`config.mk`:
```
export PLATFORM = sky130hd
export DESIGN_NAME = dcache_ctrl_flat
export DESIGN_NICKNAME = d
export VERILOG_FILES = /design/src/logic/dcache_pkg.sv /design/src/logic/dcache_ifs.sv /design/src/logic/dcache_ctrl.sv /design/src/flat_wrapper.sv
export SDC_FILE = /design/constraint.sdc
export NUM_CORES = 1
export LEC_CHECK = 0
export BUFFER_PORTS_ARGS = -buffer_cell sky130_fd_sc_hd__buf_2
export CAP_MARGIN = 10
export CORE_AREA = 2 2 417 419
export DETAILED_ROUTE_END_ITERATION = 8
export DIE_AREA = 0 0 419 421
export SYNTH_ARGS = -nofsm -noshare
export SYNTH_HDL_FRONTEND = slang
export SYNTH_SLANG_ARGS = --single-unit
export TNS_END_PERCENT = 100
```
`constraint.sdc`:
```
create_clock -name clk -period 4.1 [get_ports clk]
set_clock_uncertainty 0.05 [all_clocks]
set_input_delay 0.615 -clock clk [delete_from_list [all_inputs] [get_ports clk]]
set_output_delay 0.615 -clock clk [all_outputs]
set_load 0.005 [all_outputs]
```
`src/logic/dcache_pkg.sv`:
```
package dcache_pkg;

    // core side
    localparam int core_addr_w = 16;
    localparam int arch_w = 32;

    // memory side, one address unit is one 16-byte beat
    localparam int mem_addr_w = 12;
    localparam int mem_data_w = 128;
    localparam int mem_data_bytes = 16;

    // geometry
    localparam int sets = 8;
    localparam int ways = 2;
    localparam int idx_w = 3;
    localparam int way_w = 1;
    localparam int line_byte_w = 6;
    localparam int tag_w = core_addr_w - idx_w - line_byte_w;
    localparam int line_words = 16;
    localparam int beats_per_line = 4;
    localparam int beat_w = 2;
    localparam int last_beat = beats_per_line - 1;

    // access size, the low two bits of the type code
    localparam logic [1:0] size_byte = 2'b00;
    localparam logic [1:0] size_half = 2'b01;
    localparam logic [1:0] size_word = 2'b10;

    // top bit selects zero extension on loads
    typedef enum logic [2:0] {
        dtype_byte  = {1'b0, size_byte},
        dtype_half  = {1'b0, size_half},
        dtype_word  = {1'b0, size_word},
        dtype_ubyte = {1'b1, size_byte},
        dtype_uhalf = {1'b1, size_half}
    } dtype_t;

    typedef enum logic {
        rtype_read  = 1'b0,
        rtype_write = 1'b1
    } rtype_t;

    typedef enum logic [1:0] {
        st_reset,
        st_ready,
        st_miss,
        st_evict
    } dcache_state_t;

    // beats for fill and write-back, words for loads
    typedef union packed {
        logic [beats_per_line-1:0][mem_data_w-1:0] q;
        logic [line_words-1:0][arch_w-1:0] w;
    } cache_line_u;

endpackage
```
`src/logic/dcache_ifs.sv`:
```
interface dcache_lookup_if;
    import dcache_pkg::*;

    // lookup result for the request being accepted
    logic hit;
    logic [way_w-1:0] hit_way;
    logic [way_w-1:0] victim_way;
    logic victim_dirty;
    logic [tag_w-1:0] victim_tag;

    // state updates, all aimed at upd_way/upd_set
    logic upd_valid;
    logic [way_w-1:0] upd_way;
    logic [idx_w-1:0] upd_set;
    logic [tag_w-1:0] upd_tag;
    logic mark_dirty;
    logic lru_touch;

    modport tags (
        output hit, hit_way, victim_way, victim_dirty, victim_tag,
        input  upd_valid, upd_way, upd_set, upd_tag, mark_dirty, lru_touch
    );

    modport ctrl (
        input  hit, hit_way, victim_way, victim_dirty, victim_tag,
        output upd_valid, upd_way, upd_set, upd_tag, mark_dirty, lru_touch
    );

endinterface

interface dcache_fill_if;
    import dcache_pkg::*;

    logic wr_en;
    logic [way_w-1:0] wr_way;
    logic [idx_w-1:0] wr_set;
    logic [beat_w-1:0] wr_beat;
    logic [mem_data_bytes-1:0] wr_mask;
    logic [mem_data_w-1:0] wr_data;
    logic [way_w-1:0] rd_way;
    logic [idx_w-1:0] rd_set;
    cache_line_u rd_line;

    modport array (
        input  wr_en, wr_way, wr_set, wr_beat, wr_mask, wr_data, rd_way, rd_set,
        output rd_line
    );

    modport ctrl (
        output wr_en, wr_way, wr_set, wr_beat, wr_mask, wr_data, rd_way, rd_set,
        input  rd_line
    );

endinterface

```
`src/logic/dcache_ctrl.sv`:
```
module dcache_ctrl (
    input  logic clk,
    input  logic rst,
    input  logic req_valid,
    output logic req_ready,
    input  logic [dcache_pkg::core_addr_w-1:0] req_addr,
    input  logic [dcache_pkg::arch_w-1:0] req_wdata,
    input  dcache_pkg::dtype_t req_dtype,
    input  dcache_pkg::rtype_t req_rtype,
    output logic rsp_valid,
    output logic [dcache_pkg::arch_w-1:0] load_word,
    output dcache_pkg::dtype_t load_dtype,
    output logic [1:0] load_offset,
    output logic mem_r_valid,
    output logic [dcache_pkg::mem_addr_w-1:0] mem_r_addr,
    input  logic mem_rsp_valid,
    output logic mem_rsp_ready,
    input  logic [dcache_pkg::mem_data_w-1:0] mem_rsp_data,
    output logic mem_w_valid,
    output logic [dcache_pkg::mem_addr_w-1:0] mem_w_addr,
    output logic [dcache_pkg::mem_data_w-1:0] mem_w_data,
    dcache_lookup_if.ctrl lk,
    dcache_fill_if.ctrl fa
);
    import dcache_pkg::*;

    dcache_state_t state, state_nx;

    // accepted request, it also stays put as the pending one during a miss
    logic req_fire;
    logic req_q_valid;
    logic [core_addr_w-1:0] req_q_addr;
    logic [arch_w-1:0] req_q_wdata;
    dtype_t req_q_dtype;
    rtype_t req_q_rtype;
    logic hit_q;
    logic [way_w-1:0] way_q;
    logic victim_dirty_q;
    logic [tag_w-1:0] victim_tag_q;
    logic [idx_w-1:0] set_q;

    logic [beat_w-1:0] rd_cnt;
    logic [beat_w-1:0] wr_cnt;
    logic [beat_w-1:0] fill_cnt;
    logic last_fill;
    logic fill_done;

    logic miss_now;
    logic load_hit;
    logic store_hit;
    logic store_merge;
    logic store_now;
    logic [3:0] size_mask;
    logic [mem_data_bytes-1:0] store_mask;
    logic [mem_data_w-1:0] store_data;

    assign req_fire = req_valid && req_ready;

    always_ff @(posedge clk) begin
        if (rst) begin
            req_q_valid <= 1'b0;
            hit_q <= 1'b0;
            victim_dirty_q <= 1'b0;
        end else begin
            req_q_valid <= req_fire;
            if (req_fire) begin
                hit_q <= lk.hit;
                victim_dirty_q <= lk.victim_dirty;
            end
        end
    end

    always_ff @(posedge clk) begin
        if (req_fire) begin
            req_q_addr <= req_addr;
            req_q_wdata <= req_wdata;
            req_q_dtype <= req_dtype;
            req_q_rtype <= req_rtype;
            // on a miss the victim way is where the new line goes
            way_q <= lk.hit ? lk.hit_way : lk.victim_way;
            victim_tag_q <= lk.victim_tag;
        end
    end

    assign set_q = req_q_addr[line_byte_w +: idx_w];

    assign miss_now = req_q_valid && !hit_q;
    assign load_hit = req_q_valid && hit_q && (req_q_rtype == rtype_read);
    assign store_hit = req_q_valid && hit_q && (req_q_rtype == rtype_write);
    // fill_done only shows up in the miss state for a store
    assign store_merge = (state == st_miss) && fill_done;
    assign store_now = store_hit || store_merge;

    assign last_fill = mem_rsp_valid && (fill_cnt == beat_w'(last_beat));

    // beat counters, all wrap back to zero after a full line
    always_ff @(posedge clk) begin
        if (rst) begin
            rd_cnt <= '0;
            wr_cnt <= '0;
            fill_cnt <= '0;
            fill_done <= 1'b0;
        end else begin
            if (mem_r_valid) begin
                rd_cnt <= rd_cnt + 1'b1;
            end
            if (mem_w_valid) begin
                wr_cnt <= wr_cnt + 1'b1;
            end
            if (mem_rsp_valid) begin
                fill_cnt <= fill_cnt + 1'b1;
            end
            fill_done <= last_fill;
        end
    end

    always_ff @(posedge clk) begin
        if (rst) begin
            state <= st_reset;
        end else begin
            state <= state_nx;
        end
    end

    always_comb begin
        state_nx = state;
        case (state)
            st_reset: state_nx = st_ready;
            st_ready: begin
                if (miss_now) begin
                    state_nx = victim_dirty_q ? st_evict : st_miss;
                end
            end
            st_evict: begin
                if (wr_cnt == beat_w'(last_beat)) begin
                    state_nx = st_miss;
                end
            end
            st_miss: begin
                // a load leaves on the last beat, a store after its merge
                if ((last_fill && (req_q_rtype == rtype_read)) || fill_done) begin
                    state_nx = st_ready;
                end
            end
            default: state_nx = st_reset;
        endcase
    end

    always_comb begin
        req_ready = 1'b0;
        rsp_valid = 1'b0;
        mem_r_valid = 1'b0;
        mem_w_valid = 1'b0;
        case (state)
            st_ready: begin
                req_ready = !miss_now;
                rsp_valid = load_hit || fill_done;
                // first beat goes out right away
                mem_r_valid = miss_now && !victim_dirty_q;
                mem_w_valid = miss_now && victim_dirty_q;
            end
            st_evict: begin
                mem_w_valid = 1'b1;
                // refill starts alongside the last write-back beat
                mem_r_valid = (wr_cnt == beat_w'(last_beat));
            end
            st_miss: mem_r_valid = (rd_cnt != '0);
            default: ;
        endcase
    end

    assign mem_rsp_ready = mem_r_valid;
    assign mem_r_addr = {req_q_addr[core_addr_w-1:line_byte_w], rd_cnt};
    assign mem_w_addr = {victim_tag_q, set_q, wr_cnt};
    assign mem_w_data = fa.rd_line.q[wr_cnt];

    always_comb begin
        case (req_q_dtype[1:0])
            size_byte: size_mask = 4'b0001;
            size_half: size_mask = 4'b0011;
            default:   size_mask = 4'b1111;
        endcase
    end

    // store bytes placed at their offset inside the beat
    assign store_mask = mem_data_bytes'(size_mask) << req_q_addr[3:0];
    assign store_data = mem_data_w'(req_q_wdata) << {req_q_addr[3:0], 3'b000};

    always_comb begin
        fa.wr_en = mem_rsp_valid || store_now;
        fa.wr_way = way_q;
        fa.wr_set = set_q;
        if (mem_rsp_valid) begin
            fa.wr_beat = fill_cnt;
            fa.wr_mask = '1;
            fa.wr_data = mem_rsp_data;
        end else begin
            fa.wr_beat = req_q_addr[line_byte_w-1 -: beat_w];
            fa.wr_mask = store_mask;
            fa.wr_data = store_data;
        end
    end

    assign fa.rd_way = way_q;
    assign fa.rd_set = set_q;

    assign lk.upd_valid = last_fill;
    assign lk.upd_way = way_q;
    assign lk.upd_set = set_q;
    assign lk.upd_tag = req_q_addr[core_addr_w-1 -: tag_w];
    assign lk.mark_dirty = store_now;
    assign lk.lru_touch = load_hit || store_hit || last_fill;

    assign load_word = fa.rd_line.w[req_q_addr[line_byte_w-1:2]];
    assign load_dtype = req_q_dtype;
    assign load_offset = req_q_addr[1:0];

endmodule

```
`src/flat_wrapper.sv`:
```
// flat-port wrapper written by rule: the top's interface ports become plain ports
module dcache_ctrl_flat import dcache_pkg::*;
  (clk, rst, req_valid, req_ready, req_addr, req_wdata, req_dtype, req_rtype, rsp_valid, load_word, load_dtype, load_offset, mem_r_valid, mem_r_addr, mem_rsp_valid, mem_rsp_ready, mem_rsp_data, mem_w_valid, mem_w_addr, mem_w_data, lk_hit, lk_hit_way, lk_victim_way, lk_victim_dirty, lk_victim_tag, lk_upd_valid, lk_upd_way, lk_upd_set, lk_upd_tag, lk_mark_dirty, lk_lru_touch, fa_wr_en, fa_wr_way, fa_wr_set, fa_wr_beat, fa_wr_mask, fa_wr_data, fa_rd_way, fa_rd_set, fa_rd_line);
  dcache_lookup_if lk_i ();
  dcache_fill_if fa_i ();
  input  logic clk;
  input  logic rst;
  input  logic req_valid;
  output logic req_ready;
  input  logic [dcache_pkg::core_addr_w-1:0] req_addr;
  input  logic [dcache_pkg::arch_w-1:0] req_wdata;
  input  dcache_pkg::dtype_t req_dtype;
  input  dcache_pkg::rtype_t req_rtype;
  output logic rsp_valid;
  output logic [dcache_pkg::arch_w-1:0] load_word;
  output dcache_pkg::dtype_t load_dtype;
  output logic [1:0] load_offset;
  output logic mem_r_valid;
  output logic [dcache_pkg::mem_addr_w-1:0] mem_r_addr;
  input  logic mem_rsp_valid;
  output logic mem_rsp_ready;
  input  logic [dcache_pkg::mem_data_w-1:0] mem_rsp_data;
  output logic mem_w_valid;
  output logic [dcache_pkg::mem_addr_w-1:0] mem_w_addr;
  output logic [dcache_pkg::mem_data_w-1:0] mem_w_data;
  input wire logic [$bits(lk_i.hit)-1:0] lk_hit;
  input wire logic [$bits(lk_i.hit_way)-1:0] lk_hit_way;
  input wire logic [$bits(lk_i.victim_way)-1:0] lk_victim_way;
  input wire logic [$bits(lk_i.victim_dirty)-1:0] lk_victim_dirty;
  input wire logic [$bits(lk_i.victim_tag)-1:0] lk_victim_tag;
  output wire logic [$bits(lk_i.upd_valid)-1:0] lk_upd_valid;
  output wire logic [$bits(lk_i.upd_way)-1:0] lk_upd_way;
  output wire logic [$bits(lk_i.upd_set)-1:0] lk_upd_set;
  output wire logic [$bits(lk_i.upd_tag)-1:0] lk_upd_tag;
  output wire logic [$bits(lk_i.mark_dirty)-1:0] lk_mark_dirty;
  output wire logic [$bits(lk_i.lru_touch)-1:0] lk_lru_touch;
  output wire logic [$bits(fa_i.wr_en)-1:0] fa_wr_en;
  output wire logic [$bits(fa_i.wr_way)-1:0] fa_wr_way;
  output wire logic [$bits(fa_i.wr_set)-1:0] fa_wr_set;
  output wire logic [$bits(fa_i.wr_beat)-1:0] fa_wr_beat;
  output wire logic [$bits(fa_i.wr_mask)-1:0] fa_wr_mask;
  output wire logic [$bits(fa_i.wr_data)-1:0] fa_wr_data;
  output wire logic [$bits(fa_i.rd_way)-1:0] fa_rd_way;
  output wire logic [$bits(fa_i.rd_set)-1:0] fa_rd_set;
  input wire logic [$bits(fa_i.rd_line)-1:0] fa_rd_line;
  assign lk_i.hit = lk_hit;
  assign lk_i.hit_way = lk_hit_way;
  assign lk_i.victim_way = lk_victim_way;
  assign lk_i.victim_dirty = lk_victim_dirty;
  assign lk_i.victim_tag = lk_victim_tag;
  assign lk_upd_valid = lk_i.upd_valid;
  assign lk_upd_way = lk_i.upd_way;
  assign lk_upd_set = lk_i.upd_set;
  assign lk_upd_tag = lk_i.upd_tag;
  assign lk_mark_dirty = lk_i.mark_dirty;
  assign lk_lru_touch = lk_i.lru_touch;
  assign fa_wr_en = fa_i.wr_en;
  assign fa_wr_way = fa_i.wr_way;
  assign fa_wr_set = fa_i.wr_set;
  assign fa_wr_beat = fa_i.wr_beat;
  assign fa_wr_mask = fa_i.wr_mask;
  assign fa_wr_data = fa_i.wr_data;
  assign fa_rd_way = fa_i.rd_way;
  assign fa_rd_set = fa_i.rd_set;
  assign fa_i.rd_line = fa_rd_line;
  dcache_ctrl u_core (.clk(clk), .rst(rst), .req_valid(req_valid), .req_ready(req_ready), .req_addr(req_addr), .req_wdata(req_wdata), .req_dtype(req_dtype), .req_rtype(req_rtype), .rsp_valid(rsp_valid), .load_word(load_word), .load_dtype(load_dtype), .load_offset(load_offset), .mem_r_valid(mem_r_valid), .mem_r_addr(mem_r_addr), .mem_rsp_valid(mem_rsp_valid), .mem_rsp_ready(mem_rsp_ready), .mem_rsp_data(mem_rsp_data), .mem_w_valid(mem_w_valid), .mem_w_addr(mem_w_addr), .mem_w_data(mem_w_data), .lk(lk_i), .fa(fa_i));
endmodule
```
; ---- Word level (Yosys, flattened, before mapping)
; Index checks and enable logic that the tools add are counted.
[op_classes]
n_mux = 18
n_lt_le_gt_ge = 2
reduce_logical = 23
add_sub_neg = 3
n_eq_ne = 9
shifts = 2
bitwise = 1
[op_table]
columns = operator, count
row1 = $bmux W128 S2, 1
row2 = $mux W128, 2
row3 = $bmux W32 S4, 1
row4 = $shl A32 B7 Y128, 1
row5 = $mux W32, 1
row6 = $mux W16, 1
row7 = $shl A4 B4 Y16, 1
row8 = $logic_and A1 B1 Y1, 10
row9 = $eq A2 B2 Y1 const B, 4
row10 = $mux W2, 4
row11 = $pmux W2 S4, 1
row12 = $pmux W4 S2, 1
row13 = $add A2 B1 Y2 const B, 3
row14 = $logic_or A1 B1 Y1, 6
row15 = $lt A4 B5 Y1 const B, 1
row16 = $eq A2 B1 Y1 const B, 2
row17 = $logic_not A2 Y1, 2
row18 = $mux W1, 4
row19 = $ne A2 B1 Y1 const B, 2
row20 = $logic_not A1 Y1, 3
row21 = $lt A2 B3 Y1 const B, 1
row22 = $pmux W1 S3, 1
row23 = $reduce_and A3 Y1, 1
row24 = $ne A2 B2 Y1 const B, 1
row25 = 3 further kinds, 3
[totals]
register_bits = 72
elab_cells = 72
input_bits = 707
output_inout_bits = 363

; ---- Depth between registers and ports, before layout
; Gate-level depths: netlist (run 1).
[logic_depth]
ltp_word = 6
mapped_depth = 8
mapped_depth_nobuf = 6

; ---- Worst setup path before layout (run 1)
; No wires, ideal clock.
[synth_timing]
path_kind = input port to flip-flop
startpoint = input req_valid
endpoint = register u_core.way_q, in the netlist u_core.fa.rd_way (enable)
arrival_ns = 2.274
required_ns = 3.636
path_slack_ns = 1.362
setup_ns = 0.414
n_path_buf = 1
path_stages = 3
cell_sequence = or3b_1 clkbuf_1 inv_1
[synth_between]
elab_chain_len = 1
[synth_lines]
columns = item, line_no
row1 = start: declaration, flat_wrapper.sv:8  ; input logic req_valid;
row2 = $logic_and A1 B1 Y1, dcache_ctrl.sv:57  ; assign req_fire = req_valid && req_ready;
row3 = via u_core.req_fire, dcache_ctrl.sv:30  ; logic req_fire;
row4 = end signal: assignment, dcache_ctrl.sv:80  ; way_q <= lk.hit ? lk.hit_way : lk.victim_way;
row5 = end: declaration, dcache_ctrl.sv:37  ; logic [way_w-1:0] way_q;
; The timed path passes the listed nets, and every way through them passes these cells.
; A chain may end at the register's enable or synchronous reset.

; ---- Worst setup path in the final report (run 1)
[layout_timing]
startpoint = register u_core.req_q_addr[1]
endpoint = output fa_wr_data[42]
[layout_between]
elab_chain_len = 2
[layout_lines]
columns = item, line_no
row1 = start: declaration, dcache_ctrl.sv:32  ; logic [core_addr_w-1:0] req_q_addr;
row2 = start signal: assignment, dcache_ctrl.sv:75  ; req_q_addr <= req_addr;
row3 = $shl A32 B7 Y128, dcache_ctrl.sv:187  ; assign store_data = mem_data_w'(req_q_wdata) << {req_q_addr[3:0], 3'b000};
row4 = $mux W128, dcache_ctrl.sv:193  ; if (mem_rsp_valid) begin
row5 = end: declaration, flat_wrapper.sv:42  ; output wire logic [$bits(fa_i.wr_data)-1:0] fa_wr_data;
; No other way between the ends.

==> flow_metrics.py, run 1 <==
metrics = {
    "run_status": {
        "outcome": "finished, final reports clean",
    },
    "sta": {
        "finalSetupTns_ns": 0,
        "rsz0062_at_grt": "false",
        "fin_crit_sh_pct": 88.90,
        "worst_pin_slew_ns": 1.163,
        "hold_viol": 0,
        "fin_crit_ns": 3.645,
        "hold_ws_ns": 0.3580,
        "max_freq_ghz": 0.2743,
        "setup_viol": 0,
        "slew_viol_final": 0,
        "slew_headroom_pct": 22.48,
    },
    "power_and_ir_drop": {
        "p_leak_nw": 9.063,
        "powerDensity_nw_per_um2": 182.7,
        "ir_drop_uv": 321.1,
        "power_w": 0.003874,
    },
    "clock_tree": {
        "cts.sinks": 72,
        "cts_buffer_depth": 2,
        "cts_resized": 0,
        "cts_buffers": 9,
        "cts_tree": "yes",
        "ctsHtreeMaxLevel": 3,
        "insertion_delay_ns": 0.37,
        "cts-root-buf": "clkbuf_16",
        "clkTransAtPathRegs_ns": 0.07,
        "post-cts-setup-buffers": 0,
        "postCtsHoldBufs": 0,
    },
    "setup_path": {
        "cp_data_arrival_time_ns": 2.98,
        "cp_slowest_cell": "o22ai_1",
        "max_stage_delay_ns": 0.90,
        "worst_ep_required_time_ns": 3.43,
        "regToRegStartpoint": "u_core.state[1]",
        "cp-start-kind": "flop",
        "crit_path_cell_trace": "buf_4 -> buf_4 -> nand2_1 -> o22ai_1 -> a22o_1 -> buf_2",
        "worstSetupPathType": "flop to output pin",
        "worstSetupStartpoint": "u_core.req_q_addr[1]",
        "cp-end-kind": "output pin",
        "critPathMaxFanout": 29,
        "crit_top_cell": "buf_4",
    },
    "finish": {
        "seq_area_um2": 2049,
        "post-route-util_pct": 12.30,
        "num-fill-cells": 19968,
        "nets": 2912,
        "multi_input_area_um2": 9464,
        "syn2layout_area_growth_pct": 70.76,
        "drive_gt1_share_pct": 64.43,
    },
    "synthesis": {
        "avgSynthCellArea_um2": 10.52,
        "ys.warnings.count": 0,
        "synth_fa_ha_area_share_pct": 0.3022,
        "synth_flop_cell": "edfxtp_1",
        "synth_xor_area_share_pct": 0.2116,
        "synth-simple-area-share_pct": 9.097,
        "yosysSeqAreaShare_pct": 16.44,
        "syn_inst": 1180,
        "synth_edf_count": 60,
        "synth_top_family_by_area": "multiplexers",
        "yosys_register_bits": 72,
        "synth_nets": 1890,
        "syn_area_um2": 12420,
        "ys_types": 53,
        "async_flop_share_pct": 0,
        "synth_compound_area_share_pct": 18.13,
        "muxShareOfSynthArea_pct": 47.95,
    },
    "grt": {
        "grt_start_max_net_pins": 97,
        "grt_first_pass_wirelength_mm": 194.0,
        "grt_overflow": 0,
        "grt_pass1_vias": 16463,
        "groute.usage.overall_pct": 17.18,
        "antenna_found_initial": 102,
    },
    "hold_path": {
        "min_from": "req_addr[3]",
        "hold_path.class": "input pin to flop",
    },
    "floorplan": {
        "die_width_um": 419,
        "dieArea_um2": 176400,
        "ios": 1070,
        "core-area_um2": 172500,
        "start_util_pct": 7.200,
        "row_count": 153,
        "die_y_um": 421,
    },
    "place": {
        "hpwl_mm": 142.6,
        "place_congestion": 1.023,
        "io_buffers": 1069,
    },
    "detailed_routing": {
        "first_iter_violations": 1568,
        "drc_errors": 0,
        "dr.pass1.iters": 7,
        "drt_wl_total_mm": 159.2,
        "wire_per_inst_um": 34.79,
        "ant_nets": 0,
        "vias_per_cell": 3.706,
        "vias": 16958,
    },
    "flow_run": {
        "drv_cap": 0,
    },
}
[cells by family after synthesis]
family | after synthesis
muxes | 351
AOI/OAI and AO/OA | 317
and+or+nand+nor | 258
buffers and inverters | 176
DFF | 72
xor gates and xnor gates | 3
adders and majority gates | 3
[cells in the mapped netlist, types with 3 or more instances]
library cell  number  share of area, %
buf_4             45               2.7
nand3_1           33               1.3
nand2b_1           5              0.25
a21oi_1            9              0.36
mux2i_1          145                12
buf_6              5              0.45
mux2_2            12               1.1
buf_2             49               2.0
a22oi_1          111               6.7
nor2_2             4              0.20
a211oi_1           4              0.24
nor2b_1           10              0.50
inv_1             15              0.45
nor3_1             8              0.32
a2bb2oi_2          7              0.85
a221o_1           10              0.81
nor2_1            52               1.6
mux4_2           194                35
nand3b_1           3              0.18
dfxtp_1           12               1.9
o21ai_1            5              0.20
ha_1               3              0.30
a2bb2oi_1         22               1.6
a22o_1            24               1.7
o311ai_0           3              0.21
o21ai_0           93               3.7
a21o_1            11              0.66
nand2_1          130               3.9
clkbuf_1          48               1.5
buf_1             10              0.30
edfxtp_1          60                15
o22ai_1            8              0.40
[layout by cell type, fill, tap and decap left out, types with 3 or more instances in the layout]
cell,instances
o311ai_0,3
buf_12,16
o21ai_0,93
nand3b_1,3
a21o_1,11
nor3_1,8
mux4_2,194
nor2_1,47
nor2b_1,6
mux2i_1,144
nor2b_4,4
diode_2,44
a211oi_1,4
edfxtp_1,60
buf_4,87
a221o_1,10
nor2_4,3
o22ai_1,8
clkinv_1,3
a22oi_1,111
o21ai_1,5
ha_1,3
mux2_2,12
nand2b_1,5
a21oi_1,9
inv_1,14
a2bb2oi_2,7
a2bb2oi_1,22
nor2_2,6
buf_2,1068
dfxtp_1,10
nand3_1,33
nand2_1,130
a22o_1,24
clkbuf_16,9
[final timing paths]
kind	to	slack, ns	cells after the start
setup / recovery	fa_wr_data[42]	0.45	6
hold reg to reg	u_core.rd_cnt[1]	0.47	2
setup reg to reg	u_core.req_q_wdata[14]	1.81	4
hold / removal	u_core.req_q_addr[3]	0.36	1
[critical path, delay by kind of cell, from the launching register on]
family,cells,cell delay [ns]
compound gates,2,1.23
buf+inv,3,0.87
flops,1,0.37
simple gates,1,0.10
[routing by layer]
metal | vias up | wire (um) | GRT usage (%)
met4 | 52 | 5648 | 5.554
met5 | - | 352 | 0
met3 | 244 | 14080 | 5.216
met2 | 1120 | 80160 | 30.36
met1 | 8661 | 58960 | 19.52
li1 | 6881 | - | -
[power by group]
group          switching (W)  internal [W]  leakage [nW]
clock               0.000361      0.000468         0.140
sequential         0.0000540      0.000834         0.659
combinational        0.00127      0.000883          8.26
[registers in the layout, summed over array words and instances (netlist names), 2 cells and up]
register / count
u_core.fill_cnt: 2
u_core.load_dtype: 3
u_core.rd_cnt: 2
u_core.req_q_addr: 16
u_core.req_q_wdata: 32
u_core.state: 2
u_core.victim_tag_q: 7
u_core.wr_cnt: 2
[area by class of cell]
type | count | share of cell area [%]
multi-input cells | 932 | 44.63
flip-flops and latches | 72 | 9.664
inverters | 15 | 0.2714
clock inverters | 6 | 0.2773
repair buffers | 1172 | 29.85
diodes | 44 | 0.5192
well taps | 2325 | 13.72
clock buffers | 10 | 1.080
[stage by stage]
| step | setup WS [ns] | std cells | cell area (um2) |
|---|---|---|---|
| after floorplan | 1.362 | 1180 | 12420 |
| after global placement | 0.7841 | 4516 | 20810 |
| after detailed placement | 0.8403 | 4516 | 20810 |
| after CTS | 0.4049 | 4532 | 21100 |
| after global routing | 0.3284 | 4562 | 21170 |
| final | 0.4549 | 4576 | 21210 |
(Power assumes the default switching activity.)
==> inputs of run 2 (changes only) <==
CTS_BUF_LIST = sky130_fd_sc_hd__clkbuf_4   (was default)
==> flow_metrics.py, run 2 (synthesis results as in run 1) <==
metrics = {
    "setup_path": {
        "max_stage_delay_ns": 0.90,
        "endpoint": "fa_wr_data[42]",
        "critPathMaxFanout": 29,
        "critPathBufInv": 3,
        "worstSetupPathType": "flop to output pin",
        "cp_slowest_cell": "o22ai_1",
        "worst-path-stages": 6,
        "cp_data_arrival_time_ns": 3.20,
        "r2r_setup_slack_ns": 1.78,
        "regToRegStartpoint": "u_core.state[1]",
        "crit_path_cell_trace": "buf_4 -> buf_4 -> nand2_1 -> o22ai_1 -> a22o_1 -> buf_2",
        "worst_ep_required_time_ns": 3.43,
        "worstSetupStartpoint": "u_core.req_q_addr[1]",
        "cp-start-kind": "flop",
        "r2r_cells": 4,
        "cp-end-kind": "output pin",
        "timing.rr.end": "u_core.req_q_wdata[14]",
        "cp_top_family": "compound AO/OA/AOI/OAI gates",
        "crit_top_cell": "buf_4",
    },
    "finish": {
        "drive_gt1_share_pct": 64.48,
        "seq_area_um2": 2049,
        "largest_reg_flops": 32,
        "reg_top3": "u_core.req_q_wdata (32), u_core.req_q_addr (16), u_core.victim_tag_q (7)",
        "nets": 2912,
        "largest-register": "u_core.req_q_wdata",
        "final_common_cell": "buf_2",
        "num-fill-cells": 19992,
        "syn2layout_area_growth_pct": 69.50,
        "multi_input_area_um2": 9464,
        "layout_common_cells": "buf_2 (1068), mux4_2 (194), mux2i_1 (144)",
    },
    "power_and_ir_drop": {
        "p_leak_nw": 8.997,
        "power_w": 0.003552,
        "powerDensity_nw_per_um2": 168.7,
        "ir_drop_uv": 225.4,
    },
    "sta": {
        "rsz0062_at_grt": "false",
        "fin_crit_ns": 3.869,
        "setup_viol": 0,
        "finalSetupTns_ns": 0,
        "slew_headroom_pct": 21.71,
        "fin_crit_sh_pct": 94.37,
        "hold_viol": 0,
        "slew_viol_final": 0,
        "worst_pin_slew_ns": 1.174,
        "max_freq_ghz": 0.2585,
    },
    "clock_tree": {
        "cts_tree": "yes",
        "insertion_delay_ns": 0.53,
        "cts-root-buf": "clkbuf_4",
        "post-cts-setup-buffers": 0,
        "cts_buffers": 9,
        "cts_resized": 0,
        "postCtsHoldBufs": 0,
        "cts_buffer_depth": 2,
        "cts.sinks": 72,
        "clkTransAtPathRegs_ns": 0.16,
        "ctsHtreeMaxLevel": 3,
    },
    "floorplan": {
        "start_util_pct": 7.200,
        "dieArea_um2": 176400,
        "die_width_um": 419,
        "core-area_um2": 172500,
        "die_y_um": 421,
        "row_count": 153,
        "ios": 1070,
    },
    "hold_path": {
        "min_from": "req_addr[3]",
        "hold_path.class": "input pin to flop",
        "hold_path_depth": 1,
    },
    "grt": {
        "antenna_found_initial": 103,
        "grt_first_pass_wirelength_mm": 193.9,
        "grt_pass1_vias": 16468,
        "grt_overflow": 0,
        "groute.usage.overall_pct": 17.18,
        "grt_start_max_net_pins": 97,
    },
    "detailed_routing": {
        "wire_per_inst_um": 34.81,
        "ant_nets": 0,
        "vias_per_cell": 3.740,
        "dr.pass1.iters": 7,
        "drt_wl_total_mm": 159.3,
        "first_iter_violations": 1424,
        "drc_errors": 0,
        "vias": 17109,
    },
    "flow_run": {
        "drv_cap": 0,
    },
    "place": {
        "io_buffers": 1069,
        "hpwl_mm": 142.6,
        "place_congestion": 1.023,
    },
    "run_status": {
        "outcome": "finished, final reports clean",
    },
}
## run 2: worst min-delay path by stage
stage / end
global placement: u_core.victim_dirty_q
floorplan: u_core.victim_dirty_q
detailed placement: u_core.rd_cnt[1]
global route: u_core.req_q_addr[5]
finish: u_core.req_q_addr[3]
CTS: u_core.req_q_wdata[9]
## run 2: layer usage
layer  track usage [%]  vias up  share of wire, %  wire (um)
met4             5.481       52               3.4       5355
met5                 0        -              0.21        340
met3             5.351      226               9.1      14520
li1                  -     6877                 -          -
met2             30.42     1190                51      80530
met1             19.42     8764                37      58520
## run 2: power breakdown
| group | internal, W | switching, W | leakage [nW] |
|---|---|---|---|
| clock | 0.000189 | 0.000323 | 0.0738 |
| combinational | 0.000883 | 0.00127 | 8.26 |
| sequential | 0.000833 | 0.0000541 | 0.659 |
## run 2: layout make-up
cell class | count | area share (%)
antenna | 43 | 0.5111
tap | 2325 | 13.82
inverter | 15 | 0.2734
clock buffer | 10 | 0.3566
timing repair buffer | 1172 | 30.07
multi-input combinational | 932 | 44.96
clock inverter | 6 | 0.2793
sequential | 72 | 9.736
## run 2: worst reg2reg max path: cells and delay by family, from the launching register on
family | cells | cell delay, ns
buffers and inverters | 2 | 0.85
flip-flops | 1 | 0.39
AND/OR/NAND/NOR | 2 | 0.71
## run 2: stage by stage
step / setup WS, ns / util, % / hold WS, ns / cells / instance area (um2)
global route: 0.07998 / 12.19 / 0.09956 / 4562 / 21020
floorplan: 1.362 / - / 0.4208 / 1180 / 12420
CTS: 0.1376 / 12.14 / 0.08004 / 4532 / 20940
finish: 0.2308 / 12.21 / 0.1659 / 4575 / 21050
detailed placement: 0.8403 / 12.07 / 0.4562 / 4516 / 20810
global placement: 0.7841 / 12.07 / 0.4465 / 4516 / 20810
==> inputs of run 3 (changes only) <==
CORE_AREA = 2 2 416 418   (was 2 2 417 419)
DIE_AREA = 0 0 418 420   (was 0 0 419 421)
REMOVE_ABC_BUFFERS = 1   (was default)
==> flow_metrics.py, run 3 (synthesis results as in run 1) <==
metrics = {
    "finish": {
        "final_common_cell": "buf_2",
        "seq_area_um2": 2049,
        "reg_top3": "u_core.req_q_wdata (32), u_core.req_q_addr (16), u_core.victim_tag_q (7)",
        "final_cells": 4479,
        "largest_reg_flops": 32,
        "nets": 2888,
        "multi_input_area_um2": 9445,
        "syn2layout_area_growth_pct": 67.28,
        "largest-register": "u_core.req_q_wdata",
        "num-fill-cells": 19768,
        "drive_gt1_share_pct": 64.09,
        "layout_common_cells": "buf_2 (1068), mux4_2 (194), mux2i_1 (145)",
    },
    "place": {
        "place_congestion": 1.039,
        "placed_cells": 4395,
        "pre_cts_ws_ns": 0.6316,
        "io_buffers": 1069,
        "hpwl_mm": 156.8,
    },
    "power_and_ir_drop": {
        "p_comb_share_pct": 59.9,
        "clockPowerShare_pct": 15.1,
        "p_int_w": 0.001896,
        "seq_power_share_pct": 25.0,
        "sw_frac_of_total_pct": 46.80,
        "power_w": 0.003563,
        "p_switching_w": 0.001668,
        "p_leak_nw": 8.864,
        "powerDensity_nw_per_um2": 171.5,
        "ir_drop_uv": 122.9,
    },
    "sta": {
        "finalSetupTns_ns": 0,
        "max_freq_ghz": 0.2529,
        "worst_pin_slew_ns": 0.9871,
        "layout_setup_ws_ns": 0.1464,
        "slew_viol_final": 0,
        "fin_crit_ns": 3.954,
        "hold_viol": 0,
        "fin_crit_sh_pct": 96.43,
        "rsz0062_at_grt": "false",
        "slew_headroom_pct": 32.31,
        "setup_viol": 0,
    },
    "clock_tree": {
        "cts-root-buf": "clkbuf_4",
        "cts_buffers": 9,
        "cts_tree": "yes",
        "insertion_delay_ns": 0.52,
        "ctsHtreeMaxLevel": 3,
        "clkTransAtPathRegs_ns": 0.15,
        "cts_buffer_depth": 2,
        "cts.sinks": 72,
    },
    "grt": {
        "grt_first_pass_wirelength_mm": 209.1,
        "groute.usage.overall_pct": 18.73,
        "grt_pass1_vias": 16903,
        "antenna_found_initial": 215,
        "grt_overflow": 0,
        "grt_start_max_net_pins": 74,
    },
    "setup_path": {
        "critPathMaxFanout": 47,
        "cp_slowest_cell": "mux2i_1",
        "worstSetupPathType": "flop to output pin",
        "worst_ep_required_time_ns": 3.43,
        "crit_top_cell": "buf_12",
        "cp_top_family": "buffers and inverters",
        "max_stage_delay_ns": 0.62,
        "critPathBufInv": 3,
        "cp-start-kind": "flop",
        "crit_path_cell_trace": "buf_12 -> buf_12 -> mux2i_1 -> a22oi_1 -> nand3_1 -> nand2_1 -> buf_2",
        "cp_data_arrival_time_ns": 3.29,
        "cp-end-kind": "output pin",
    },
    "run_status": {
        "outcome": "finished, final reports clean",
    },
    "floorplan": {
        "row_count": 152,
        "start_util_pct": 7.264,
        "die_width_um": 418,
        "ios": 1070,
        "dieArea_um2": 175600,
        "core-area_um2": 171000,
        "die_y_um": 420,
    },
    "detailed_routing": {
        "drc_errors": 0,
        "drt_wl_total_mm": 174.1,
        "first_iter_violations": 2739,
        "wire_per_inst_um": 38.88,
        "ant_nets": 0,
        "vias": 18429,
        "dr.pass1.iters": 8,
        "vias_per_cell": 4.115,
    },
    "hold_path": {
        "hold_path.class": "input pin to flop",
    },
    "flow_run": {
        "drv_cap": 0,
    },
}
==> run 3: metal layers <==
layer	wire (um)	part of all wire, %	vias to the layer above	global-route usage, %
met5	1322	0.76	-	2.501
met2	75320	43	1771	27.92
li1	-	-	6848	-
met4	7536	4.3	118	6.743
met1	64870	37	9204	22.38
met3	25090	14	488	10.09
==> run 3: timing repair <==
item	in CTS	in global routing
hold buffers	0	0
setup buffers	2	3
resized for setup	0	0
hold endpoints to repair	0	0
setup endpoints to repair	1	1
==> run 3: worst paths after layout <==
check	start	end	slack, ns	cells past startpoint
worst max-delay path	u_core.req_q_addr[2]	load_word[7]	0.15	7
worst min-delay path	req_wdata[0]	u_core.req_q_wdata[0]	0.20	1
worst max register to register	u_core.state[1]	u_core.req_q_addr[3]	1.71	4
worst min register to register	u_core.victim_dirty_q	u_core.victim_dirty_q	0.50	2
==> run 3: final cells by class <==
| class | instances | area share, % |
|---|---|---|
| inverters | 15 | 0.2710 |
| flip-flops and latches | 72 | 9.865 |
| clock buffers | 9 | 0.3252 |
| repair buffers | 1148 | 29.46 |
| multi-input cells | 932 | 45.47 |
| diodes | 63 | 0.7589 |
| well taps | 2233 | 13.45 |
| clock inverters | 7 | 0.4035 |
==> run 3: power by group through the flow <==
stage / registers (W) / logic [W] / clock network (W)
after CTS: 0.000888 / 0.00210 / 0.000583
after floorplan: 0.000943 / 0.000698 / 0
after detailed placement: 0.000907 / 0.00208 / 0
after global placement: 0.000907 / 0.00209 / 0
final: 0.000890 / 0.00214 / 0.000538
after global routing: 0.000892 / 0.00220 / 0.000597
==> run 3: stage by stage <==
step | utilization, % | area (um2) | hold WS [ns]
after floorplan | - | 11500 | 0.4208
after global placement | 11.95 | 20430 | 0.4535
after detailed placement | 11.95 | 20430 | 0.4820
after CTS | 12.05 | 20590 | 0.1195
after global routing | 12.13 | 20730 | 0.1314
final | 12.15 | 20770 | 0.2046
